--- config.mk ---
export PLATFORM = sky130hd
export DESIGN_NAME = bram_sdp
export DESIGN_NICKNAME = d
export VERILOG_FILES = /design/src/bram_sdp.sv
export SDC_FILE = /design/constraint.sdc
export NUM_CORES = 2
export LEC_CHECK = 0
export BUFFER_PORTS_ARGS = -buffer_cell sky130_fd_sc_hd__buf_2
export CAP_MARGIN = 20
export CORE_UTILIZATION = 42
export DETAILED_ROUTE_END_ITERATION = 10
export PLACE_DENSITY = 0.62
export RECOVER_POWER = 100
export SLEW_MARGIN = 20
export SYNTH_ARGS = -nofsm -noshare
export SYNTH_HDL_FRONTEND = slang
export SYNTH_SLANG_ARGS = --single-unit
export TNS_END_PERCENT = 100
--- constraint.sdc ---
create_clock -name clk_pix -period 3.7 [get_ports clk_pix]
set_clock_uncertainty 0.1 [all_clocks]
set_input_delay 0.37 -clock clk_pix [delete_from_list [all_inputs] [get_ports clk_pix]]
set_output_delay 0.37 -clock clk_pix [all_outputs]
set_load 0.05 [all_outputs]
--- src/bram_sdp.sv ---
/* simple dual-port RAM, one write port and one registered read port
   both ports on clk_pix, read data valid 1 cycle after the address
   contents start at zero, read during write returns the old data */

`timescale 1ns/10ps

module bram_sdp #(
    parameter type data_t = logic [7:0],  // payload type
    parameter int  DEPTH  = 256
) (
    input  logic                     clk_pix,
    input  logic                     we,
    input  logic [$clog2(DEPTH)-1:0] addr_write,
    input  data_t                    data_in,
    input  logic [$clog2(DEPTH)-1:0] addr_read,
    output data_t                    data_out
);

    data_t mem [DEPTH] = '{default: '0};  // power-up contents

    // write port
    always_ff @(posedge clk_pix) begin
        if (we) begin
            mem[addr_write] <= data_in;
        end
    end

    // read port, registered
    always_ff @(posedge clk_pix) begin
        data_out <= mem[addr_read];
    end

    // catch writes past the end when DEPTH is not a power of two
    a_write_range: assert property (
        @(posedge clk_pix) we |-> (int'(addr_write) < DEPTH)
    ) else $error("bram_sdp: write address %0d beyond depth %0d", addr_write, DEPTH);

endmodule

==> flow_summary.toml <==
[drt]
dr.first_iter.drc_count = 4720
first_pass_iters = 5
totalWireLength_mm = 199.7
avgViaCountPerCell = 5.868
wl_per_cell_um = 29.72
ant_nets = 0
route.detailed.drc = 0
vias = 39440

[floorplanning]
fp.coreArea_um2 = 188000
rows = 159
initial_core_util_pct = 42.32
io-pin-count = 34
die_w_um = 437.2
fp.dieH_um = 437.2
fp.dieArea_um2 = 191200

[hold_path]
holdCritStartpoint = "addr_write[1]"
worstHoldPathType = "input port to register"
worstHoldPathCells = 3
min_to = "mem[167][5]"

[worst_setup_path]
rrSetupSlack_ns = 0.62
timing.rr.start = "mem[24][3]"
path_class = "input port to register"
worstReg2RegEnd = "data_out[3]"
cp_max_fo = 13
start_kind = "input port"
cp-end-kind = "register"
worst-r2r-cell-count = 7
worstPathRequired_ns = 4.00
arrival_ns = 3.58

[sta]
setup_viol = 0
period_minus_slack_ns = 3.284
max_freq_mhz = 304.5
finalSetupTns_ns = 0
relSlewSlack_pct = -126.1
grt_setup_unrepaired = "no"
finalHoldViolations = 0
slew_violations = 1137
fin_crit_sh_pct = 88.77
tightest_slew_ns = 3.391

[clock_tree]
cts_tree = "built"
cts_inserted_buffers = 200
clkSlewWorstSetupHoldPaths_ns = 0.06
htreeDepth = 4
clockBufferDepth = 3
cts_setup_buffers = 0
cts_hold_buffers = 2
clk_latency_ns = 0.86
cts_sinks = 2056
cts_root_buf = "clkbuf_16"
ctsResizeCount = 0

[synth]
synth_fa_ha_area_share_pct = 0
async_flop_share_pct = 0
synth_area_um2 = 79560
synth_edf_count = 2048
synthDistinctLibCells = 55
yosys.area_share.simple_pct = 2.628
synthMuxAreaShare_pct = 14.62
ys_seq_area_share_pct = 77.50
synth-compound-area-share_pct = 3.419
syn_nets = 3759
ys_ff_latch = 2056
synth-main-ff-cell = "edfxtp_1"
synth_warnings = 0
synth_xor_area_share_pct = 0
synth_top_family_by_area = "multiplexers"
syn_inst = 3733
syn_area_per_cell_um2 = 21.31

[global_route]
grt_usage_pct = 20.86
grt_overflow = 0
antenna_found_initial = 9
grt_max_degree = 140
grt_pass1_vias = 39610
grt_pass1_wl_mm = 287.4

[place]
placed_area_um2 = 84450
dpl.hpwl_mm = 125.5
gp_congestion = 0.8355
placed_cells = 6347
io_buffers = 33

[outcome]
violations = "max-capacitance violations, max-slew violations"
outcome = "finished, violations left"

[final_layout]
fin_util_pct = 48.10
final_common_cell = "edfxtp_1"
final_nets = 4083
fillers = 15210
instances_no_fill = 6721
syn_to_final_growth_pct = 13.65
drive_above_1_share_pct = 22.90
design_area_um2 = 90420
final_cell_mix = "edfxtp_1, mux4_2, nor2_1"

[pwr]
ir_drop_v = 0.0003947
p_leak_nw = 27.81
p_per_area_nw_per_um2 = 536.3
total_power_mw = 48.49

[flow_run]
maxCapViolCount = 17
[registers in the layout (all words and copies together) (netlist names)]
signal and flops:
data_out 8, mem 2048
[stage by stage]
step                      setup WS (ns)  hold slack, ns
after floorplan                   1.292          0.3689
after global placement          -0.3538          0.7513
after detailed placement       -0.07974          0.7522
after CTS                        0.5702        0.002186
after global routing             0.3415          0.1307
final                            0.4156          0.1635
[worst max-delay path, cell delays in order]
cell and delay (ns):
clkbuf_1 0.34, nor2b_1 0.26, nand4_1 0.15, clkbuf_1 1.66, nor2_1 0.77
[power breakdown]
group	internal (mW)	total, mW	switching (mW)
clock	11.5	20.3	8.81
combinational	0.867	2.48	1.61
sequential	25.7	25.7	0.0397
total	38.0	48.5	10.5
[cells in the mapped netlist, types with 2 or more instances]
| master | count | area [µm²] |
|---|---|---|
| mux2i_1 | 134 | 1341 |
| nor3_1 | 22 | 110.1 |
| buf_2 | 31 | 155.2 |
| and3b_1 | 2 | 17.52 |
| a2111oi_1 | 2 | 20.02 |
| and2_1 | 6 | 37.54 |
| buf_1 | 22 | 82.58 |
| o21ai_1 | 2 | 10.01 |
| nand2b_1 | 8 | 50.05 |
| nand2_1 | 33 | 123.9 |
| o22ai_1 | 28 | 175.2 |
| buf_4 | 27 | 202.7 |
| buf_8 | 13 | 195.2 |
| nor2_1 | 282 | 1059 |
| clkbuf_1 | 111 | 416.7 |
| a2111oi_0 | 2 | 17.52 |
| a311oi_1 | 2 | 17.52 |
| a22oi_1 | 133 | 998.5 |
| nand3b_1 | 2 | 15.01 |
| edfxtp_1 | 2048 | 61500 |
| nand4_1 | 10 | 62.56 |
| buf_12 | 8 | 160.2 |
| a31oi_1 | 2 | 12.51 |
| mux4_1 | 2 | 52.55 |
| a22o_1 | 8 | 70.07 |
| o21ai_0 | 10 | 50.05 |
| mux4_2 | 454 | 10220 |
| nor2b_1 | 31 | 193.9 |
| nand3_1 | 34 | 170.2 |
| nor4_2 | 3 | 37.54 |
| o22a_1 | 5 | 43.79 |
| dfxtp_1 | 8 | 160.2 |
| o32ai_1 | 4 | 35.03 |
| a221oi_1 | 13 | 113.9 |
| or2_2 | 4 | 25.02 |
| buf_6 | 21 | 236.5 |
| o211ai_1 | 10 | 75.07 |
| a211oi_1 | 16 | 120.1 |
| o221ai_1 | 46 | 402.9 |
| a21oi_1 | 96 | 480.5 |
| nor4_1 | 24 | 150.1 |
[kinds of logic after synthesis]
logic type | Yosys count
and+or+nand+nor | 466
buffers and inverters | 235
muxes | 591
AOI/OAI and AO/OA | 385
DFF | 2056
[cell type report]
| type | instances | area, µm² | share of cell area, % |
|---|---|---|---|
| flip-flops and latches | 2056 | 61660 | 68.19 |
| multi-input cells | 1442 | 16520 | 18.27 |
| clock buffers | 245 | 5216 | 5.769 |
| well taps | 2495 | 3122 | 3.453 |
| repair buffers | 355 | 2585 | 2.859 |
| clock inverters | 122 | 1303 | 1.441 |
| diodes | 4 | 10.01 | 0.01107 |
| inverters | 2 | 7.507 | 0.008303 |
[worst max path at each step]
stage / start / endpoint / slack [ns]
after global routing: data_in[4] / mem[92][4] / 0.34
after CTS: mem[24][3] / data_out[3] / 0.57
after global placement: addr_read[0] / data_out[2] / -0.35
final: addr_write[2] / mem[251][1] / 0.42
after detailed placement: addr_read[0] / data_out[3] / -0.08
after floorplan: addr_read[0] / data_out[2] / 1.29
[routing by layer]
layer  part of all wire (%)  vias up  track usage, %
li1                       -    16350               -
met1                     41    21130           29.71
met2                     48     1685           32.89
met3                    8.0      280           3.733
met4                    2.8        0           6.311
met5                      0        -               0
Power figures use the tool's default switching activity.
