`src/fb_pkg.sv`:
```
/* shared constants and pixel types for the 640x480 framebuffer display
   timing values assume a 25.175 MHz pixel clock (25 MHz works on most monitors)
   framebuffer is fixed at 160x120 with 4-bit colour indices */

package fb_pkg;

    // visible area and full frame incl. blanking
    localparam int h_res      = 640;
    localparam int v_res      = 480;
    localparam int h_res_full = 800;
    localparam int v_res_full = 525;

    // sync pulse bounds, inclusive, both pulses active low
    localparam int h_sync_start = 656;
    localparam int h_sync_end   = 751;
    localparam int v_sync_start = 490;
    localparam int v_sync_end   = 491;

    // framebuffer geometry
    localparam int fb_width  = 160;
    localparam int fb_height = 120;
    localparam int fb_pixels = fb_width * fb_height;  // 19200 entries
    localparam int fb_addrw  = $clog2(fb_pixels);      // 15 bits

    localparam int clut_depth = 16;  // one entry per colour index

    // counters to vga ports: fb read, clut read, output reg
    localparam int scan_latency = 3;

    typedef logic [9:0]          coord_t;    // screen or fb coordinate
    typedef logic [fb_addrw-1:0] fb_addr_t;
    typedef logic [3:0]          cidx_t;     // colour index
    typedef logic [11:0]         colr_t;     // {r, g, b}, 4 bits each

endpackage

```
`src/display_timings.sv`:
```
/* 640x480 position counters, sync and enable decode
   outputs are combinational from the counters, no added latency
   counters restart at (0,0) on reset */

`timescale 1ns/10ps

module display_timings import fb_pkg::*; (
    input  logic   clk_pix,
    input  logic   rst_n,
    output coord_t sx,      // horizontal position
    output coord_t sy,      // vertical position
    output logic   hsync,   // active low
    output logic   vsync,   // active low
    output logic   de,      // visible area
    output logic   vblank   // below the visible area
);

    logic line_end;
    logic frame_end;

    assign line_end  = (sx == coord_t'(h_res_full - 1));
    assign frame_end = (sy == coord_t'(v_res_full - 1));

    // position counters
    always_ff @(posedge clk_pix) begin
        if (!rst_n) begin
            sx <= '0;
            sy <= '0;
        end else if (line_end) begin
            sx <= '0;
            sy <= frame_end ? '0 : sy + 1'b1;  // wrap at bottom of frame
        end else begin
            sx <= sx + 1'b1;
        end
    end

    // sync pulses, low inside the bounds
    always_comb begin
        hsync = ~(sx >= coord_t'(h_sync_start) && sx <= coord_t'(h_sync_end));
        vsync = ~(sy >= coord_t'(v_sync_start) && sy <= coord_t'(v_sync_end));
    end

    assign de     = (sx < coord_t'(h_res)) && (sy < coord_t'(v_res));
    assign vblank = (sy >= coord_t'(v_res));  // whole line, incl. hblank

    // counters never leave the frame
    a_pos_range: assert property (
        @(posedge clk_pix) disable iff (!rst_n)
        (sx < coord_t'(h_res_full)) && (sy < coord_t'(v_res_full))
    ) else $error("display_timings: position out of frame (%0d,%0d)", sx, sy);

endmodule

```
`config.mk`:
```
export PLATFORM = sky130hd
export DESIGN_NAME = display_timings
export DESIGN_NICKNAME = d
export VERILOG_FILES = /design/src/fb_pkg.sv /design/src/display_timings.sv
export SDC_FILE = /design/constraint.sdc
export NUM_CORES = 1
export LEC_CHECK = 0
export ABC_CLOCK_PERIOD_IN_PS = 2600
export BUFFER_PORTS_ARGS = -buffer_cell sky130_fd_sc_hd__buf_2
export CAP_MARGIN = 20
export CORE_MARGIN = 8
export CORE_UTILIZATION = 51
export CTS_CLUSTER_DIAMETER = 200
export CTS_CLUSTER_SIZE = 14
export DETAILED_ROUTE_END_ITERATION = 8
export PLACE_DENSITY_LB_ADDON = 0.15
export SETUP_SLACK_MARGIN = 0.3
export SYNTH_ARGS = -nofsm -noshare
export SYNTH_HDL_FRONTEND = slang
export SYNTH_SLANG_ARGS = --single-unit
```
`constraint.sdc`:
```
create_clock -name clk_pix -period 2.6 [get_ports clk_pix]
set_input_delay 0 -clock clk_pix [delete_from_list [all_inputs] [get_ports clk_pix]]
set_output_delay 0 -clock clk_pix [all_outputs]
set_load 0.005 [all_outputs]
```
==> metrics <==
Pleak=0.000523 uW; Sink Count=20; Async SR Flop Fraction=0; Root Buffer=clkbuf_4; CTS resizes=0; Worst EP required=2830 ps; WL final=2200 um; total negative setup slack=0 ps; total grt overflow=0; first-pass GRT wire length=3930 um; hold-critical path depth=3; Detailed Place HPWL=1670 um; Seq cells post-synth=20; clk buf depth=2; register area=400 um2; # DRC=0; Max Cap Viol=0; vias per std cell=5.26; min-delay src=rst_n; worst r2r src=sx[0]$_SDFF_PP0_; worst slew pin tran=612 ps; Peak supply drop=slightly below 0.0004 V; largest net degree at the start of global routing=13; DRT Pass-1 Iters=4; Initial Util=0.537; syn avg cell area=8.83 um2; final worst path period share=0.773; die height=61.2 um; CTS tree=done; area grow syn2layout=19.0%; CP Cell Sequence=ha_1, nand4_4, or4b_4, or3_1, a21oi_1; Final GP Congestion=a little over 0.8; critical path class=register to register; Top FF cell, synth=dfxtp_1; Post-CTS Repair Setup Buffers=0; core area=slightly below 2000 um2; Unique masters post-synth=32; Buf/Inv on CP=0; Critical Path Source=sx[0]$_SDFF_PP0_; hold_buf cts=0; Top Ports=26; Critical Path Max Stage Delay=between 600 and 700 ps; Clock power frac=0.430; Nets=152; initial antenna violation count=0; vias post-DR=900; Row Count=16; RSZ-0062 raised after global routing=no; Die X=61.2 um; wire per inst=between 10 and 15 um; setup slack after placement=628 ps; power density over the cells=approximately 470 nW/um2; CTS Buf Count=3; Syn Inst Count=118; Critical Path Fanout Max=7; area of the multi-input gates=~600 um2; Hold Violations, Final=0; IO Port Bufs=25; Die Area=3750 um2; Psw=113 uW; r2r endpoint=sy[9]$_SDFFE_PN0N_; sw frac=0.193; Filler cells=186; vias in the first global route=878; max-slew violations=0; Worst-Skew Late Latency=290 ps; GRT Total Usage=0.134; final setup fails=0; layout cells sized above 1=0.243; Worst Hold Endpoint=sy[1]$_SDFFE_PN0N_; CP arrival=2240 ps; Final Critical Period=2010 ps; status=finished, final reports clean; Crit path depth=5; HP Class=input pin to register; H-tree depth=1; Sequential Power Share=0.538; clock skew=roughly 3.7 ps; Ys Warns=0; slowest stage cell, crit path=or4b_4; Worst Setup End Kind=register; combinational share of power=0.032; Slew headroom=0.588; FMAX=around 0.50 GHz; register area share after synthesis=0.384; fin util=0.639; n_diodes=0; Post-DRT Antenna Nets=0; DR iter-0 viols=17; synthesized area=1040 um2; syn_nets=125; CTS clk-pin slew, worst paths=about 120 ps; EDFF count, synth=0; cells on worst reg2reg path=5; worst reg2reg setup slack=590 ps; final worst-path setup slack=590 ps; CP delay by family, top=simple AND/OR/NAND/NOR gates; CP Launch Type=register; P_int=473 uW
## sequential cells by signal, indices dropped and copies added (netlist names)
name  flops
sx       10
sy       10
## worst reg2reg max path, cell delays in order (launching register included)
cell	delay, ps
dfxtp_1	420
ha_1	290
nand4_4	170
or4b_4	610
or3_1	330
a21oi_1	140
## worst max-delay path by stage
stage,to,slack [ps]
2_1_floorplan,sy[7]$_SDFFE_PN0N_,730
3_3_place_gp,sy[9]$_SDFFE_PN0N_,700
3_5_place_dp,sy[9]$_SDFFE_PN0N_,630
4_1_cts,sy[9]$_SDFFE_PN0N_,590
5_1_grt,sy[9]$_SDFFE_PN0N_,460
6_report,sy[9]$_SDFFE_PN0N_,590
## area by class of cell
type,instances,area share
multi-input combinational,89,0.488
sequential,20,0.323
timing repair buffer,25,0.101
tap,27,0.0272
clock inverter,1,0.0242
clock buffer,3,0.0182
inverter,6,0.0182
## routing by layer
metal / vias to the layer above / share of wire / global-route usage
met2: 22 / 0.46 / 0.210
li1: 467 / - / -
met4: 0 / 0.0045 / 0.0199
met1: 409 / 0.47 / 0.180
met5: - / 0 / 0
met3: 2 / 0.064 / 0.0355
## synth_stat cells, drive strengths merged, types with 4 or more instances
cell	n	area, um2
dfxtp	20	400
or3	5	31.3
nand3	6	30.0
ha	5	62.6
xor2	6	52.6
xnor2	8	70.1
nor2	13	48.8
nand2	7	26.3
inv	6	22.5
nor4	4	25.0
nand4	8	65.1
o21ai	4	23.8
## power by group through the flow
stage,clock [uW],sequential (uW),combinational [uW]
after global placement,0,322,18.3
final,252,316,18.6
after floorplan,0,323,9.38
after CTS,259,316,18.5
after detailed placement,0,323,18.4
after global routing,268,317,21.1
## metrics by stage
stage	hold slack (ps)	std cells	power (uW)	area, um2
finish	16.7	171	587	1240
global route	13.4	171	606	1240
CTS	7.45	171	593	1240
detailed placement	337	167	341	1190
global placement	319	167	341	1190
floorplan	122	118	332	1040
## kinds of logic (layout without fill, tap and decap cells)
kind of cell,count (synthesis),count (layout),synth area share
xor+xnor,14,14,0.118
fa+ha+maj,5,5,0.0600
flops,20,20,0.384
compound gates,9,9,0.0528
buf+inv,9,35,0.0348
simple gates,61,61,0.351
## cell usage in the layout (no fill, tap or decap), drive strengths merged
master / netlist / layout
buf: 2 / 25
dfxtp: 20 / 20
nor2: 13 / 13
xnor2: 8 / 8
nand4: 8 / 8
nand2: 7 / 7
inv: 6 / 6
nand3: 6 / 6
xor2: 6 / 6
or3: 5 / 5
ha: 5 / 5
nor4: 4 / 4
o21ai: 4 / 4
and2: 3 / 3
a21oi: 3 / 3
clkbuf: 1 / 3
nor3b: 2 / 2
and4: 2 / 2
and3: 2 / 2
or4b: 2 / 2
or2: 1 / 1
nand2b: 1 / 1
o21a: 1 / 1
nor4b: 1 / 1
nand3b: 1 / 1
nand4bb: 1 / 1
nor3: 1 / 1
nor2b: 1 / 1
a31o: 1 / 1
bufinv: 0 / 1
(Power assumes the default switching activity.)
