### config.mk
export PLATFORM = sky130hd
export DESIGN_NAME = fb_line_drawer
export DESIGN_NICKNAME = d
export VERILOG_FILES = /design/src/fb_pkg.sv /design/src/fb_line_drawer.sv
export SDC_FILE = /design/constraint.sdc
export NUM_CORES = 1
export LEC_CHECK = 0
export BUFFER_PORTS_ARGS = -buffer_cell sky130_fd_sc_hd__buf_2
export CAP_MARGIN = 10
export CORE_ASPECT_RATIO = 1.2
export CORE_MARGIN = 4
export CORE_UTILIZATION = 60
export CTS_CLUSTER_DIAMETER = 100
export DETAILED_ROUTE_END_ITERATION = 12
export GPL_TIMING_DRIVEN = 1
export PLACE_DENSITY_LB_ADDON = 0.05
export SKIP_CTS_REPAIR_TIMING = 1
export SLEW_MARGIN = 10
export SYNTH_ARGS = -nofsm -noshare
export SYNTH_HDL_FRONTEND = slang
export SYNTH_SLANG_ARGS = --single-unit
### constraint.sdc
create_clock -name clk_pix -period 5.2 [get_ports clk_pix]
set_input_delay 0.26 -clock clk_pix [delete_from_list [all_inputs] [get_ports clk_pix]]
set_output_delay 0.26 -clock clk_pix [all_outputs]
set_load 0.005 [all_outputs]
### src/fb_pkg.sv
/* shared constants and pixel types for the 640x480 framebuffer display
   timing values assume a 25.175 MHz pixel clock (25 MHz works on most monitors)
   framebuffer is fixed at 160x120 with 4-bit colour indices */

package fb_pkg;

    // visible area and full frame incl. blanking
    localparam int h_res      = 640;
    localparam int v_res      = 480;
    localparam int h_res_full = 800;
    localparam int v_res_full = 525;

    // sync pulse bounds, inclusive, both pulses active low
    localparam int h_sync_start = 656;
    localparam int h_sync_end   = 751;
    localparam int v_sync_start = 490;
    localparam int v_sync_end   = 491;

    // framebuffer geometry
    localparam int fb_width  = 160;
    localparam int fb_height = 120;
    localparam int fb_pixels = fb_width * fb_height;  // 19200 entries
    localparam int fb_addrw  = $clog2(fb_pixels);      // 15 bits

    localparam int clut_depth = 16;  // one entry per colour index

    // counters to vga ports: fb read, clut read, output reg
    localparam int scan_latency = 3;

    typedef logic [9:0]          coord_t;    // screen or fb coordinate
    typedef logic [fb_addrw-1:0] fb_addr_t;
    typedef logic [3:0]          cidx_t;     // colour index
    typedef logic [11:0]         colr_t;     // {r, g, b}, 4 bits each

endpackage

### src/fb_line_drawer.sv
/* draws one clipped horizontal line per command into the framebuffer
   writes only while vblank is high, one pixel per cycle, pausing otherwise
   line_start is ignored while line_busy is high */

`timescale 1ns/10ps

module fb_line_drawer import fb_pkg::*; (
    input  logic     clk_pix,
    input  logic     rst_n,
    input  logic     line_start,     // single-cycle command strobe
    input  coord_t   line_x0,
    input  coord_t   line_x1,
    input  coord_t   line_y,
    input  cidx_t    line_cidx,
    input  logic     vblank,
    output logic     line_busy,
    output logic     fb_we,
    output fb_addr_t fb_addr_write,
    output cidx_t    fb_cidx_write
);

    coord_t   x1_clip;     // x1 limited to last fb column
    logic     cmd_empty;   // nothing to draw
    logic     accept;
    fb_addr_t row_base;
    fb_addr_t addr_end;    // last address to write
    logic     empty_q;     // latched empty flag
    cidx_t    cidx_q;

    // command decode for the accept cycle
    always_comb begin
        x1_clip   = (line_x1 > coord_t'(fb_width - 1)) ? coord_t'(fb_width - 1) : line_x1;
        cmd_empty = (line_x0 > x1_clip) || (line_y >= coord_t'(fb_height));
        row_base  = fb_addr_t'(line_y) * fb_addr_t'(fb_width);  // y * 160
    end

    assign accept = line_start && !line_busy;

    // control state
    always_ff @(posedge clk_pix) begin
        if (!rst_n) begin
            line_busy <= 1'b0;
            empty_q   <= 1'b0;
        end else if (accept) begin
            line_busy <= 1'b1;
            empty_q   <= cmd_empty;
        end else if (line_busy && empty_q) begin
            line_busy <= 1'b0;  // empty command ends after one busy cycle
        end else if (fb_we && fb_addr_write == addr_end) begin
            line_busy <= 1'b0;  // last pixel written this cycle
        end
    end

    // write address and colour index
    always_ff @(posedge clk_pix) begin
        if (accept) begin
            fb_addr_write <= row_base + fb_addr_t'(line_x0);
            addr_end      <= row_base + fb_addr_t'(x1_clip);
            cidx_q        <= line_cidx;
        end else if (fb_we) begin
            fb_addr_write <= fb_addr_write + 1'b1;  // next pixel along the row
        end
    end

    // write whenever there is work and the display is in vertical blanking
    assign fb_we         = line_busy && !empty_q && vblank;
    assign fb_cidx_write = cidx_q;

    a_we_vblank: assert property (
        @(posedge clk_pix) disable iff (!rst_n)
        fb_we |-> vblank
    ) else $error("fb_line_drawer: framebuffer write outside vblank");

    a_we_busy: assert property (
        @(posedge clk_pix) disable iff (!rst_n)
        fb_we |-> line_busy
    ) else $error("fb_line_drawer: framebuffer write while idle");

    // writes stay within the latched span
    a_we_range: assert property (
        @(posedge clk_pix) disable iff (!rst_n)
        fb_we |-> (fb_addr_write <= addr_end)
    ) else $error("fb_line_drawer: write at %0d past line end %0d", fb_addr_write, addr_end);

endmodule

==> results.toml <==
[critical_path]
crit-reg2reg-launch = "fb_addr_write[0]"
critical_path_peak_fanout = 4
cp_startpoint = "line_y[1]"
crit_path_max_incr_delay_ns = 0.47
critical_path_arrival_ns = 2.77
critical_path_most_common_cell = "sky130_fd_sc_hd__ha_1"
critPathKind = "primary input to register"
worst_ep_required_time_ns = 5.24
crit_slowest_cell = "sky130_fd_sc_hd__fa_1"
crit_path_start_kind = "primary input"
worstPathCellList = "buf_2, ha_1, ha_1, inv_1, fa_1, inv_1, ha_1, nand2_1, o21ai_0, nand4_2, xnor2_1, mux2_2"
cp-end-kind = "register"

[timing]
hold_slack_ns = 0.147
post-route-period-util_pct = 52.4
final_max_slew_viol_count = 0
max_freq_mhz = 367
finalHoldViolations = 0
setup_viol_count_final = 0
rsz0062_at_grt = "false"
fin_tns_setup_ns = 0
skew_ns = 0.00646
layout_min_cycle_time_ns = 2.72

[route]
ant_nets = 0
via_density_per_instance = 5.33
dr.first_iter.drc_count = 92
post_drt_wl_per_cell_um = 14.7
route.final.wire_length_um = 6020
route.vias.total = 2184
drtPass1Iterations = 4
detail_route.drc_violations = 0

[final_layout]
area_delta_synth_final_pct = 15.9
final_net_count = 426
fin_util_pct = 72.5
post_route_cells_drive_above_1_share_pct = 23.6
layoutNonFillerInstCount = 410
layout.filler_cells = 358
insertedDiodeCount = 0

[synth]
avgSynthCellArea_sq_um = 10.1
synthCells = 287
synth_area_sq_um = 2900
synth_warnings = 0
yosysUniqueCellTypes = 42
ys_async_sr_fraction_pct = 0
ys_ff_latch = 36
synth-edff-count = 34
ys_dominant_reg_cell = "sky130_fd_sc_hd__edfxtp_1"
yosysSeqAreaShare_pct = 36.6

[hold_path]
hold_path.class = "primary input to register"
hold_path.startpoint = "line_cidx[1]"

[floorplanning]
die_w_um = 71.4
floorplan.rows = 27
starting_density_pct = 62.6
floorplan.die_area_sq_um = 6010
ioPinCount = 59
core_region_area_sq_um = 4630
die_h_um = 84.1

[power_and_ir_drop]
power.total_uw = 935
worst_ir_drop_vdd_uv = 150
lkg_pwr_nw = 1.44
cellPowerDensity_nw_per_um2 = 279

[global_route]
antenna_violations_before_repair = 0
grt_first_pass_wirelength_um = 10100
grt_pass1_vias = 2190
gr-total-overflow = 0
grt_usage_pct = 21.4
grt_start_max_net_pins = 44

[cts]
cts.clk_slew.worst_paths_ns = 0.07
clock_tree.buffer_depth = 2
clk_latency_ns = 0.29
cts_inserted_buffers = 5
ctsHtreeMaxLevel = 2
clk_root_buffer_cell = "sky130_fd_sc_hd__clkbuf_8"
cts_num_sinks = 36
clock_tree_from_tritoncts = "yes"

[place]
place_inst = 402
port-buffer-count = 58
finalWeightedCongestion = 0.811
post-dp-hpwl_um = 4990

[flow_run]
timing.max_cap.violations = 0

[status]
outcome = "completed"
==> area by class of cell <==
type / instances / area, sq um / share of cell area [%]
clock buffers: 7 / 86.3 / 2.57
clock inverters: 1 / 3.75 / 0.112
inverters: 22 / 82.6 / 2.46
multi-input cells: 227 / 1750 / 52.2
flip-flops and latches: 36 / 1060 / 31.6
well taps: 58 / 72.6 / 2.16
repair buffers: 59 / 298 / 8.87
==> final timing paths <==
| check | end | slack (ns) | depth (start not counted) |
|---|---|---|---|
| worst max-delay path | fb_addr_write[14] | 2.48 | 12 |
| worst min-delay path | fb_cidx_write[1] | 0.15 | 1 |
| worst max register to register | fb_addr_write[14] | 3.26 | 6 |
| worst min register to register | empty_q | 0.58 | 2 |
==> routing by layer <==
layer	up-vias	track usage [%]	share of wire, %
li1	1133	-	-
met1	997	26.9	43
met2	49	37.5	51
met3	5	3.73	4.6
met4	0	5.64	0.95
met5	-	0	0
==> power by group <==
| part | internal, mW | switching [mW] | total (mW) |
|---|---|---|---|
| registers | 0.372 | 0.0356 | 0.408 |
| logic | 0.153 | 0.176 | 0.329 |
| clock network | 0.106 | 0.0930 | 0.199 |
==> flip-flops by register name, indices dropped and copies added (netlist names) <==
register,flops
addr_end,15
fb_addr_write,15
fb_cidx_write,4
empty_q,1
line_busy,1
==> per-stage QoR <==
step           worst slack (ns)  cell area, sq um
6_report                   2.48              3360
3_3_place_gp               2.25              3270
5_1_grt                    2.33              3360
2_1_floorplan              2.49              2900
3_5_place_dp               2.15              3270
4_1_cts                    2.47              3360
==> kinds of logic after synthesis <==
kind of cell	Yosys count	share of synthesized area, %
flops	36	36.6
compound gates	50	11.7
mux	3	1.12
buf+inv	26	3.37
fa+ha+maj	37	16.8
xor+xnor	48	15.7
simple gates	85	14.5
other cells	2	0.259
==> synth_stat cells (3+ instances only) <==
| master | n | area (sq um) |
|---|---|---|
| sky130_fd_sc_hd__nor2b_1 | 6 | 37.5 |
| sky130_fd_sc_hd__inv_1 | 22 | 82.6 |
| sky130_fd_sc_hd__nor2_1 | 26 | 97.6 |
| sky130_fd_sc_hd__ha_1 | 34 | 425 |
| sky130_fd_sc_hd__nor3_1 | 4 | 20.0 |
| sky130_fd_sc_hd__clkbuf_1 | 4 | 15.0 |
| sky130_fd_sc_hd__a21o_1 | 3 | 22.5 |
| sky130_fd_sc_hd__nand3_1 | 11 | 55.1 |
| sky130_fd_sc_hd__o211ai_1 | 4 | 30.0 |
| sky130_fd_sc_hd__xnor2_1 | 25 | 219 |
| sky130_fd_sc_hd__xor2_1 | 20 | 175 |
| sky130_fd_sc_hd__nand4_1 | 6 | 37.5 |
| sky130_fd_sc_hd__fa_1 | 3 | 60.1 |
| sky130_fd_sc_hd__or2_2 | 4 | 25.0 |
| sky130_fd_sc_hd__a21oi_1 | 14 | 70.1 |
| sky130_fd_sc_hd__edfxtp_1 | 34 | 1020 |
| sky130_fd_sc_hd__nand2_1 | 18 | 67.6 |
| sky130_fd_sc_hd__o21a_1 | 6 | 45.0 |
| sky130_fd_sc_hd__o21ai_0 | 13 | 65.1 |
| sky130_fd_sc_hd__nor4_1 | 3 | 18.8 |
==> worst max-delay path: cells and delay by family <==
kind / cells / cell delay, ns
XOR/XNOR: 1 / 0.15
AO/OA/AOI/OAI: 1 / 0.38
adder cells (fa/ha/maj): 4 / 1.26
AND/OR/NAND/NOR: 2 / 0.22
multiplexers: 1 / 0.26
buffers and inverters: 3 / 0.23
==> cells in the final DEF, fill, tap and decap left out, drive strengths merged <==
master / instances
and3b: 1
and3: 1
a21oi: 14
clkbuf: 7
nor2: 27
or4b: 1
nand3: 11
o21bai: 1
o21a: 6
o311a: 1
edfxtp: 34
a211oi: 1
nand2b: 1
xnor2: 28
fa: 3
conb: 4
o32ai: 1
a21boi: 1
inv: 22
a31oi: 1
o21ai: 15
xor2: 20
a21o: 3
ha: 34
mux2: 2
or2: 5
o21ba: 1
buf: 59
nor2b: 6
clkinv: 1
o2111ai: 1
o211ai: 4
nor4: 3
mux2i: 1
dfxtp: 2
nor3: 4
nand2: 18
nand4: 7
Note: power is estimated with default switching activity, not from simulation.
