===== src/fb_pkg.sv =====
/* shared constants and pixel types for the 640x480 framebuffer display
   timing values assume a 25.175 MHz pixel clock (25 MHz works on most monitors)
   framebuffer is fixed at 160x120 with 4-bit colour indices */

package fb_pkg;

    // visible area and full frame incl. blanking
    localparam int h_res      = 640;
    localparam int v_res      = 480;
    localparam int h_res_full = 800;
    localparam int v_res_full = 525;

    // sync pulse bounds, inclusive, both pulses active low
    localparam int h_sync_start = 656;
    localparam int h_sync_end   = 751;
    localparam int v_sync_start = 490;
    localparam int v_sync_end   = 491;

    // framebuffer geometry
    localparam int fb_width  = 160;
    localparam int fb_height = 120;
    localparam int fb_pixels = fb_width * fb_height;  // 19200 entries
    localparam int fb_addrw  = $clog2(fb_pixels);      // 15 bits

    localparam int clut_depth = 16;  // one entry per colour index

    // counters to vga ports: fb read, clut read, output reg
    localparam int scan_latency = 3;

    typedef logic [9:0]          coord_t;    // screen or fb coordinate
    typedef logic [fb_addrw-1:0] fb_addr_t;
    typedef logic [3:0]          cidx_t;     // colour index
    typedef logic [11:0]         colr_t;     // {r, g, b}, 4 bits each

endpackage


===== src/fb_scanout.sv =====
/* framebuffer read address generation and VGA output stage
   fb_addr_read is for the current position, colour arrives 2 cycles later
   syncs and de are delayed to match, total latency is scan_latency */

`timescale 1ns/10ps

module fb_scanout import fb_pkg::*; (
    input  logic       clk_pix,
    input  logic       rst_n,
    input  coord_t     sx,
    input  coord_t     sy,
    input  logic       hsync,
    input  logic       vsync,
    input  logic       de,
    output fb_addr_t   fb_addr_read,
    input  colr_t      clut_colr,     // from clut, 2 cycles after address
    output logic       vga_hsync,
    output logic       vga_vsync,
    output logic       vga_de,
    output logic [3:0] vga_r,
    output logic [3:0] vga_g,
    output logic [3:0] vga_b
);

    localparam int pipe_len = scan_latency - 1;  // fb read + clut read

    logic                fb_active;  // position inside 160x120
    logic                frame_end;
    logic [pipe_len-1:0] active_p;
    logic [pipe_len-1:0] hsync_p;
    logic [pipe_len-1:0] vsync_p;
    logic [pipe_len-1:0] de_p;

    assign fb_active = (sx < coord_t'(fb_width)) && (sy < coord_t'(fb_height));
    assign frame_end = (sx == coord_t'(h_res_full - 1)) && (sy == coord_t'(v_res_full - 1));

    // read address, ready ahead of the pixel it belongs to
    always_ff @(posedge clk_pix) begin
        if (!rst_n) begin
            fb_addr_read <= '0;
        end else if (frame_end) begin
            fb_addr_read <= '0;  // back to top-left for the next frame
        end else if (fb_active) begin
            fb_addr_read <= fb_addr_read + 1'b1;
        end
    end

    // match the memory path
    always_ff @(posedge clk_pix) begin
        if (!rst_n) begin
            active_p <= '0;
            hsync_p  <= '1;  // syncs idle high
            vsync_p  <= '1;
            de_p     <= '0;
        end else begin
            active_p <= {active_p[pipe_len-2:0], fb_active};
            hsync_p  <= {hsync_p[pipe_len-2:0], hsync};
            vsync_p  <= {vsync_p[pipe_len-2:0], vsync};
            de_p     <= {de_p[pipe_len-2:0], de};
        end
    end

    // output register
    always_ff @(posedge clk_pix) begin
        if (!rst_n) begin
            vga_hsync <= 1'b1;
            vga_vsync <= 1'b1;
            vga_de    <= 1'b0;
            {vga_r, vga_g, vga_b} <= '0;
        end else begin
            vga_hsync <= hsync_p[pipe_len-1];
            vga_vsync <= vsync_p[pipe_len-1];
            vga_de    <= de_p[pipe_len-1];
            {vga_r, vga_g, vga_b} <= active_p[pipe_len-1] ? clut_colr : '0;  // black outside fb
        end
    end

    // whole fb has been scanned once the first row below it starts
    a_addr_count: assert property (
        @(posedge clk_pix) disable iff (!rst_n)
        (sx == '0 && sy == coord_t'(fb_height)) |-> (fb_addr_read == fb_addr_t'(fb_pixels))
    ) else $error("fb_scanout: read address %0d at end of fb area", fb_addr_read);

endmodule

===== config.mk =====
export PLATFORM = sky130hd
export DESIGN_NAME = fb_scanout
export DESIGN_NICKNAME = d
export VERILOG_FILES = /design/src/fb_pkg.sv /design/src/fb_scanout.sv
export SDC_FILE = /design/constraint.sdc
export NUM_CORES = 1
export LEC_CHECK = 0
export ABC_AREA = 1
export BUFFER_PORTS_ARGS = -buffer_cell sky130_fd_sc_hd__buf_2
export CELL_PAD_IN_SITES_DETAIL_PLACEMENT = 1
export CELL_PAD_IN_SITES_GLOBAL_PLACEMENT = 1
export CORE_ASPECT_RATIO = 0.9
export CORE_MARGIN = 2
export CORE_UTILIZATION = 35
export DETAILED_ROUTE_END_ITERATION = 10
export GPL_ROUTABILITY_DRIVEN = 1
export PLACE_DENSITY = 0.8
export SETUP_SLACK_MARGIN = 0.2
export SLEW_MARGIN = 20
export SYNTH_ARGS = -nofsm -noshare
export SYNTH_HDL_FRONTEND = slang
export SYNTH_SLANG_ARGS = --single-unit

===== constraint.sdc =====
create_clock -name clk_pix -period 3.9 [get_ports clk_pix]
set_input_delay 0.585 -clock clk_pix [delete_from_list [all_inputs] [get_ports clk_pix]]
set_output_delay 0.585 -clock clk_pix [all_outputs]
set_load 0.005 [all_outputs]

==> impl_metrics.tcl, run 1 <==
set metrics [dict create \
    grt_pass1_wl_um 7310 \
    yosys.area.top_type_share_pct 45.2 \
    relSlewSlack_pct 46.7 \
    yosys-top-cells-area "dfxtp_1 45%, nand2_1 14%, nor2_1 9.1%, inv_1 7.8%, nor2_2 2.6%" \
    critPathArrivalTime_ns 1.90 \
    avgSynthCellArea_sq_um 7.04 \
    postCtsSetupBuffers 0 \
    cts_resized 0 \
    setup_viol 0 \
    dpl.hpwl_um 3340 \
    gp_congestion 0.792 \
    startpoint_type "primary input" \
    crit_path_top_delay_cell "nor2_2" \
    min_delay_path_depth 1 \
    synthTopCellsByCount "62 x nand2_1, 41 x nor2_1, 38 x dfxtp_1, 35 x inv_1" \
    antennaDiodeCount 0 \
    synth_edf_count 0 \
    rsz0062_at_grt "no" \
    path_cells "buf_2, nor2_2, nand3_1, nor2_2, nand4_1, nand2_1, nor2_1" \
    cts_root_buffer "clkbuf_8" \
    critPathKind "in -> reg" \
    wl_per_cell_um 11.2 \
    syn-cell-area_sq_um 1680 \
    firstDrtPassIters 3 \
    crit_fanout 20 \
    clk_latency_ns 0.29 \
    timing.final.crit_share_pct 43.7 \
    grt_max_degree 21 \
    utilization_pct 47.6 \
    p_leak_nw 1.11 \
    cts_tree "yes" \
    final_layout_size_suffix_gt1_share_pct 33.0 \
    cts_buffers 5 \
    start_util_pct 37.0 \
    die_area_sq_um 5380 \
    worst_pin_slew_ns 0.799 \
    rows 23 \
    tns_ns 0 \
    worst_setup_path_end_kind "flip-flop" \
    clk_pin_slew_ns 0.08 \
    final_nets 346 \
    hold_path_class "reg -> reg" \
    track_usage_pct 16.6 \
    yosysSeqAreaShare_pct 45.2 \
    drc 0 \
    ys_warn_count 0 \
    powerDensity_nw_per_um2 333 \
    drt_iter0_markers 25 \
    min_to "vga_hsync" \
    slew_violations 0 \
    coreArea_sq_um 4550 \
    io_buffers 66 \
    crit_buf_inv 1 \
    fmax_ghz 0.587 \
    antenna_found_initial 0 \
    r2r_cells 8 \
    ys_types 24 \
    synthArstFlopShare_pct 0 \
    grt.overflow.total 0 \
    route.vias.total 1660 \
    drv_cap 0 \
    ir_drop_mv 0.215 \
    synthCells 239 \
    status "complete, no violations" \
    cts_max_level 2 \
    fin_crit_ns 1.70 \
    synth_area_leader_cell "dfxtp_1" \
    finClkSkew_ns 0.00591 \
    cts_sinks 38 \
    cts_buffer_depth 2 \
    rrSetupSlack_ns 2.42 \
    hold_violations 0 \
    crit_family "simple AND/OR/NAND/NOR gates" \
    synth_most_common_cell "nand2_1" \
    antenna_left 0 \
    boundaryPins 67 \
    synth_ff_type "dfxtp_1" \
    r2r_end "fb_addr_read[10]" \
    crit_top_cell "nor2_2" \
    synth_seq_cells 38 \
    die_height_um 69.8 \
    final_cell_area_sq_um 2160 \
    die_x_um 77.1 \
    timing.rr.start "fb_addr_read[0]" \
    power_uw 721 \
    worstPathRequired_ns 4.10 \
    wirelength_um 4150 \
    worstHoldStart "hsync_p[1]" \
    cts-hold-fix-buffers 0 \
    area_growth_syn_to_layout_pct 28.5 \
    viasPerCell 4.47 \
    slowest_delay_ns 0.64 \
    grt_pass1_vias 1705 \
    syn_nets 277 \
    dpl-instance-area_sq_um 2070 \
]
## per-stage QoR
step | setup slack [ns] | hold slack, ns | cells
after floorplan | 2.52 | 0.390 | 239
after global placement | 1.94 | 0.393 | 363
after detailed placement | 1.88 | 0.403 | 363
after CTS | 2.19 | 0.420 | 371
after global routing | 2.01 | 0.432 | 371
final | 2.20 | 0.415 | 371
## layer usage
metal  vias to the layer above  track usage (%)  share of wire, %
li1                        851                -                 -
met1                       770             19.7                44
met2                        35             29.4                50
met3                         4             4.56               5.0
met4                         0             4.76              0.77
met5                         -                0                 0
## cell usage in the layout (no fill, tap or decap), drive strengths merged
master	count
a21oi	8
buf	66
clkbuf	6
clkinv	1
clkinvlp	1
dfxtp	38
ha	1
inv	40
nand2	66
nand3	11
nand3b	4
nand4	5
nor2	50
nor3	1
nor3b	1
o21ai	2
or2	6
xor2	2
## where the power goes
part | switching (mW) | internal (mW) | total (mW)
clock network | 0.141 | 0.142 | 0.284
registers | 0.00111 | 0.392 | 0.393
logic | 0.0228 | 0.0215 | 0.0444
## state kept, by name (all words and copies together), names as in the netlist
| register | count |
|---|---|
| de_p | 2 |
| vga_de | 1 |
| active_p | 2 |
| vsync_p | 2 |
| vga_b | 4 |
| vga_vsync | 1 |
| vga_hsync | 1 |
| hsync_p | 2 |
| vga_g | 4 |
| vga_r | 4 |
| fb_addr_read | 15 |
## worst max-delay path by stage
stage,start,endpoint,slack (ns),depth (start not counted)
after global placement,sy[8],fb_addr_read[10],1.94,7
final,sy[8],fb_addr_read[12],2.20,7
after CTS,sy[3],fb_addr_read[12],2.19,9
after floorplan,sy[8],fb_addr_read[8],2.52,8
after detailed placement,sy[8],fb_addr_read[10],1.88,7
after global routing,sy[8],fb_addr_read[4],2.01,7
## area by class of cell
| cell class | instances | area, sq um |
|---|---|---|
| clock buffer | 6 | 82.6 |
| fill | 636 | 2380 |
| clock inverter | 2 | 12.5 |
| multi-input combinational | 157 | 748 |
| timing repair buffer | 66 | 330 |
| sequential | 38 | 761 |
| inverter | 40 | 150 |
| tap | 62 | 77.6 |
## cells by family after synthesis
kind of cell	share of synthesized area [%]
compound gates	3.20
xor+xnor	1.04
fa+ha+maj	0.743
buf+inv	10.3
flops	45.2
simple gates	39.5
Note: power is estimated with default switching activity, not from simulation.
==> inputs of run 2 (changes only) <==
--- a/config.mk
+++ b/config.mk
@@ -11,10 +11,10 @@
 export CELL_PAD_IN_SITES_GLOBAL_PLACEMENT = 1
 export CORE_ASPECT_RATIO = 0.9
 export CORE_MARGIN = 2
-export CORE_UTILIZATION = 35
+export CORE_UTILIZATION = 29
 export DETAILED_ROUTE_END_ITERATION = 10
 export GPL_ROUTABILITY_DRIVEN = 1
-export PLACE_DENSITY = 0.8
+export PLACE_DENSITY = 0.71
 export SETUP_SLACK_MARGIN = 0.2
 export SLEW_MARGIN = 20
 export SYNTH_ARGS = -nofsm -noshare
==> constraint.sdc (replaced) <==
create_clock -name clk_pix -period 1.5 [get_ports clk_pix]
set_input_delay 0.225 -clock clk_pix [delete_from_list [all_inputs] [get_ports clk_pix]]
set_output_delay 0.225 -clock clk_pix [all_outputs]
set_load 0.005 [all_outputs]
==> run 2 against run 1 <==
Net effect:
- utilization is 7.0 points lower
- sequential cell count unchanged
- cell count up 4.9%
- global-route usage down 2.8 points
- sequential share of layout area shrank 1.6 points
- clock skew is 0.0029 ns lower
- critical path type is now reg -> out
==> impl_metrics.tcl, run 2 (synthesis results as in run 1) <==
set metrics [dict create \
    tns_ns 0 \
    clk_pin_slew_ns 0.08 \
    cts_buffers 5 \
    antennaDiodeCount 0 \
    final_nets 356 \
    worst_setup_path_end_kind "output port" \
    startpoint_type "flip-flop" \
    viasPerCell 4.27 \
    area_growth_syn_to_layout_pct 35.6 \
    drv_cap 0 \
    wl_per_cell_um 10.8 \
    final_layout_size_suffix_gt1_share_pct 37.9 \
    antenna_found_initial 0 \
    cts_root_buffer "clkbuf_8" \
    cts_tree "yes" \
    antenna_left 0 \
    powerDensity_nw_per_um2 827 \
    fmax_ghz 0.835 \
    firstDrtPassIters 4 \
    relSlewSlack_pct 74.7 \
    p_leak_nw 1.17 \
    fin_crit_ns 1.20 \
    hold_violations 0 \
    status "complete, no violations" \
    rsz0062_at_grt "yes" \
    io_buffers 66 \
    gp_congestion 0.718 \
    cts_max_level 2 \
    top_register "fb_addr_read" \
    drc 0 \
    largest_reg_flops 15 \
    rows 26 \
    ir_drop_mv 0.348 \
    boundaryPins 67 \
    critPathKind "reg -> out" \
    cts-hold-fix-buffers 0 \
    grt_max_degree 21 \
    die_area_sq_um 6430 \
    wirelength_um 4210 \
    setup_ws_ns 0.302 \
    crit_fanout 5 \
    route.vias.total 1660 \
    die_x_um 84.3 \
    hold_path_class "in -> reg" \
    coreArea_sq_um 5630 \
    grt_pass1_wl_um 7200 \
    drt_iter0_markers 35 \
    timing.final.crit_share_pct 79.8 \
    start_util_pct 29.9 \
    layout_common_cells "66 x buf_2, 61 x nand2_1, 39 x nor2_1" \
    setup_viol 0 \
    worstPathRequired_ns 1.27 \
    utilization_pct 40.6 \
    critPathArrivalTime_ns 0.97 \
    die_height_um 76.3 \
    cts_sinks 38 \
    worst_pin_slew_ns 0.379 \
    cts_buffer_depth 2 \
    dp_slack_ns 0.129 \
    grt.overflow.total 0 \
    power_mw 1.89 \
    grt_pass1_vias 1649 \
    track_usage_pct 13.8 \
    clk_latency_ns 0.29 \
    dpl.hpwl_um 3260 \
    final_common_cell "buf_2" \
    slew_violations 0 \
    finClkSkew_ns 0.00301 \
]
run 2: worst paths after layout:
path                         from         endpoint  slack, ns  cells past startpoint
hold reg to reg        vsync_p[0]       vsync_p[1]       0.42                      1
setup reg to reg  fb_addr_read[1]  fb_addr_read[8]       0.31                      8
setup / recovery  fb_addr_read[7]  fb_addr_read[7]       0.30                      2
hold / removal                 de          de_p[0]       0.12                      3
run 2: critical path, cell delays in order, from the launching register on:
cell and delay (ns):
dfxtp_1 0.43, buf_4 0.15, buf_2 0.10
run 2: area by class of cell:
type	count	area (sq um)
sequential	38	766
multi-input combinational	157	763
inverter	40	153
timing repair buffer	76	418
clock inverter	2	12.5
clock buffer	6	82.6
fill	752	3350
tap	70	87.6
run 2: stage by stage:
step	cells	hold slack (ns)	area, sq um
3_3_place_gp	379	0.391	2150
5_1_grt	389	0.108	2280
2_1_floorplan	239	0.323	1680
6_report	389	0.121	2280
3_5_place_dp	379	0.399	2150
4_1_cts	387	0.105	2240
run 2: layer usage:
layer	global-route usage, %	vias to the layer above	wire length, um
met3	3.90	4	243
met2	23.1	36	1950
li1	-	870	-
met5	0	-	0
met1	16.5	750	1960
met4	5.81	0	55
run 2: what timing repair did:
| item | CTS | global route |
|---|---|---|
| gates resized for setup | 0 | 10 |
| buffers inserted | 0 | 2 |
| endpoints found under the setup margin | 0 | 6 |
run 2: where the power goes:
part	leakage, nW	internal [mW]	switching (mW)
registers	0.310	1.02	0.00226
clock network	0.0472	0.370	0.378
logic	0.813	0.0594	0.0603
total	1.17	1.45	0.440
==> inputs of run 3 (changes only) <==
==> constraint.sdc (replaced) <==
create_clock -name clk_pix -period 1.1 [get_ports clk_pix]
set_input_delay 0.165 -clock clk_pix [delete_from_list [all_inputs] [get_ports clk_pix]]
set_output_delay 0.165 -clock clk_pix [all_outputs]
set_load 0.005 [all_outputs]
==> run 3 against run 2 <==
Net effect:
- sequential power is 34% higher
- highest routed layer unchanged
- the flow now finishes with violations (setup timing)
- largest power group is now clock
- combinational power increased by 67%
- hold slack got worse by 0.066 ns
- clock-buffer cell count is 1 higher
- die area did not move
- clock skew increased by 0.0021 ns
- cell area increased by 23%
- sequential cell count unchanged
- sequential share of layout area down 4.8 points
- first-iteration DRC count is 5.7% lower
- clock power rose by 85%
==> impl_metrics.tcl, run 3 (synthesis results as in run 1) <==
set metrics [dict create \
    boundaryPins 67 \
    cts_buffers 5 \
    timing.rr.start "fb_addr_read[0]" \
    finClkSkew_ns 0.00515 \
    dpl-instance-area_sq_um 2370 \
    cts_max_level 2 \
    wirelength_um 4770 \
    rows 26 \
    clk_latency_ns 0.30 \
    top_register "fb_addr_read" \
    grt_pass1_vias 1863 \
    grt_use_met1_pct 17.2 \
    grt_pass1_wl_um 8220 \
    drc 0 \
    fin_crit_ns 1.16 \
    worstHoldStart "hsync" \
    startpoint "fb_addr_read[0]" \
    cts_tree "yes" \
    utilization_pct 49.8 \
    crit_fanout 3 \
    fmax_ghz 0.859 \
    route.vias.total 1827 \
    dpl.cell_count 395 \
    met2_usage_pct 29.2 \
    hold_path_class "in -> reg" \
    final_cell_area_sq_um 2800 \
    status "finished, violations left" \
    hold_violations 0 \
    rrSetupSlack_ns -0.06 \
    slew_violations 0 \
    worst_setup_path_end_kind "flip-flop" \
    startpoint_type "flip-flop" \
    die_x_um 84.3 \
    setup_ws_ns -0.0635 \
    die_height_um 76.3 \
    largest_reg_flops 15 \
    p_leak_nw 1.42 \
    critPathKind "reg -> reg" \
    grt.busiest_layer "met2" \
    start_util_pct 29.9 \
    worst_pin_slew_ns 0.231 \
    cts_root_buffer "clkbuf_8" \
    use_met3_pct 5.20 \
    clk_pin_slew_ns 0.07 \
    track_usage_pct 15.9 \
    rsz0062_at_grt "yes" \
    setup_viol 9 \
    grt_max_degree 21 \
    drt_iter0_markers 33 \
    grt.overflow.total 0 \
    final_layout_size_suffix_gt1_share_pct 52.3 \
    timing.final.crit_share_pct 106 \
    critPathArrivalTime_ns 1.40 \
    viasPerCell 4.37 \
    final_nets 385 \
    antenna_found_initial 0 \
    area_growth_syn_to_layout_pct 66.5 \
    r2r_end "fb_addr_read[10]" \
    firstDrtPassIters 4 \
    gp_congestion 0.740 \
    antennaDiodeCount 0 \
    powerDensity_nw_per_um2 1050 \
    cts_sinks 38 \
    layout_common_cells "56 x buf_2, 52 x nand2_1, 37 x nor2_1" \
    wl_per_cell_um 11.4 \
    coreArea_sq_um 5630 \
    final_common_cell "buf_2" \
    cts-hold-fix-buffers 0 \
    antenna_left 0 \
    relSlewSlack_pct 84.5 \
    drv_cap 0 \
    r2r_cells 9 \
    io_buffers 66 \
    endpoint "fb_addr_read[10]" \
    fill_cells 725 \
    dpl.hpwl_um 3510 \
    die_area_sq_um 6430 \
    cts_buffer_depth 2 \
    worstPathRequired_ns 1.33 \
    violations "setup timing" \
    final_cell_count_no_fill 418 \
    ir_drop_mv 0.753 \
]
[run 3: changes by cell type in the layout (fill, tap and decap cells not counted), moves of 4 or more]
cell / previous run / this run
buf_2: 66 / 56
buf_4: 9 / 26
buf_6: 0 / 21
dfxtp_1: 34 / 18
dfxtp_2: 4 / 12
dfxtp_4: 0 / 8
nand2_1: 61 / 52
nand2_2: 4 / 9
nand2_4: 1 / 5
[run 3: worst max-delay path, cell delays in order (launching register included)]
cell	delay, ns
dfxtp_4	0.37
ha_4	0.14
nand3_2	0.07
inv_2	0.08
nand2_4	0.07
nor2_4	0.10
nand2_1	0.06
nand2_1	0.06
nand2_1	0.06
nor2_2	0.07
[run 3: metal layers]
layer / vias to the layer above / wire, um
met5: - / 0
li1: 932 / -
met1: 836 / 1840
met4: 0 / 49
met2: 53 / 2540
met3: 6 / 339
[run 3: where the power goes]
group	total (mW)	internal [mW]	switching, mW
combinational	0.200	0.105	0.0956
clock	1.38	0.876	0.505
sequential	1.37	1.37	0.00360
total	2.95	2.35	0.604
[run 3: worst min path at each step]
stage,cells after the start,to
global placement,3,de_p[0]
global route,2,hsync_p[0]
floorplan,2,de_p[0]
detailed placement,2,vsync_p[0]
finish,2,hsync_p[0]
CTS,2,vsync_p[0]
[run 3: area by class of cell]
cell class	instances	area, sq um	area share (%)
clock buffers	7	108	3.84
clock inverters	1	30.0	1.07
inverters	40	153	5.45
multi-input cells	157	867	30.9
flip-flops and latches	38	806	28.7
well taps	70	87.6	3.12
repair buffers	105	752	26.8
[run 3: repair_timing]
| action | CTS | global route |
|---|---|---|
| setup buffers | 13 | 2 |
| endpoints found under the setup margin | 31 | 44 |
| resized for setup | 30 | 20 |
| pin swaps | 6 | 5 |
[run 3: stage by stage]
step                      setup slack, ns  hold slack, ns  power (mW)  TNS (ns)
after global placement            -0.0761           0.349        1.60    -0.830
after floorplan                   0.00833           0.263        1.49         0
after detailed placement           -0.108           0.355        1.61     -1.19
final                             -0.0635          0.0549        2.95    -0.269
after global routing               -0.170          0.0536        3.09     -1.57
after CTS                         -0.0539          0.0410        3.01    -0.275
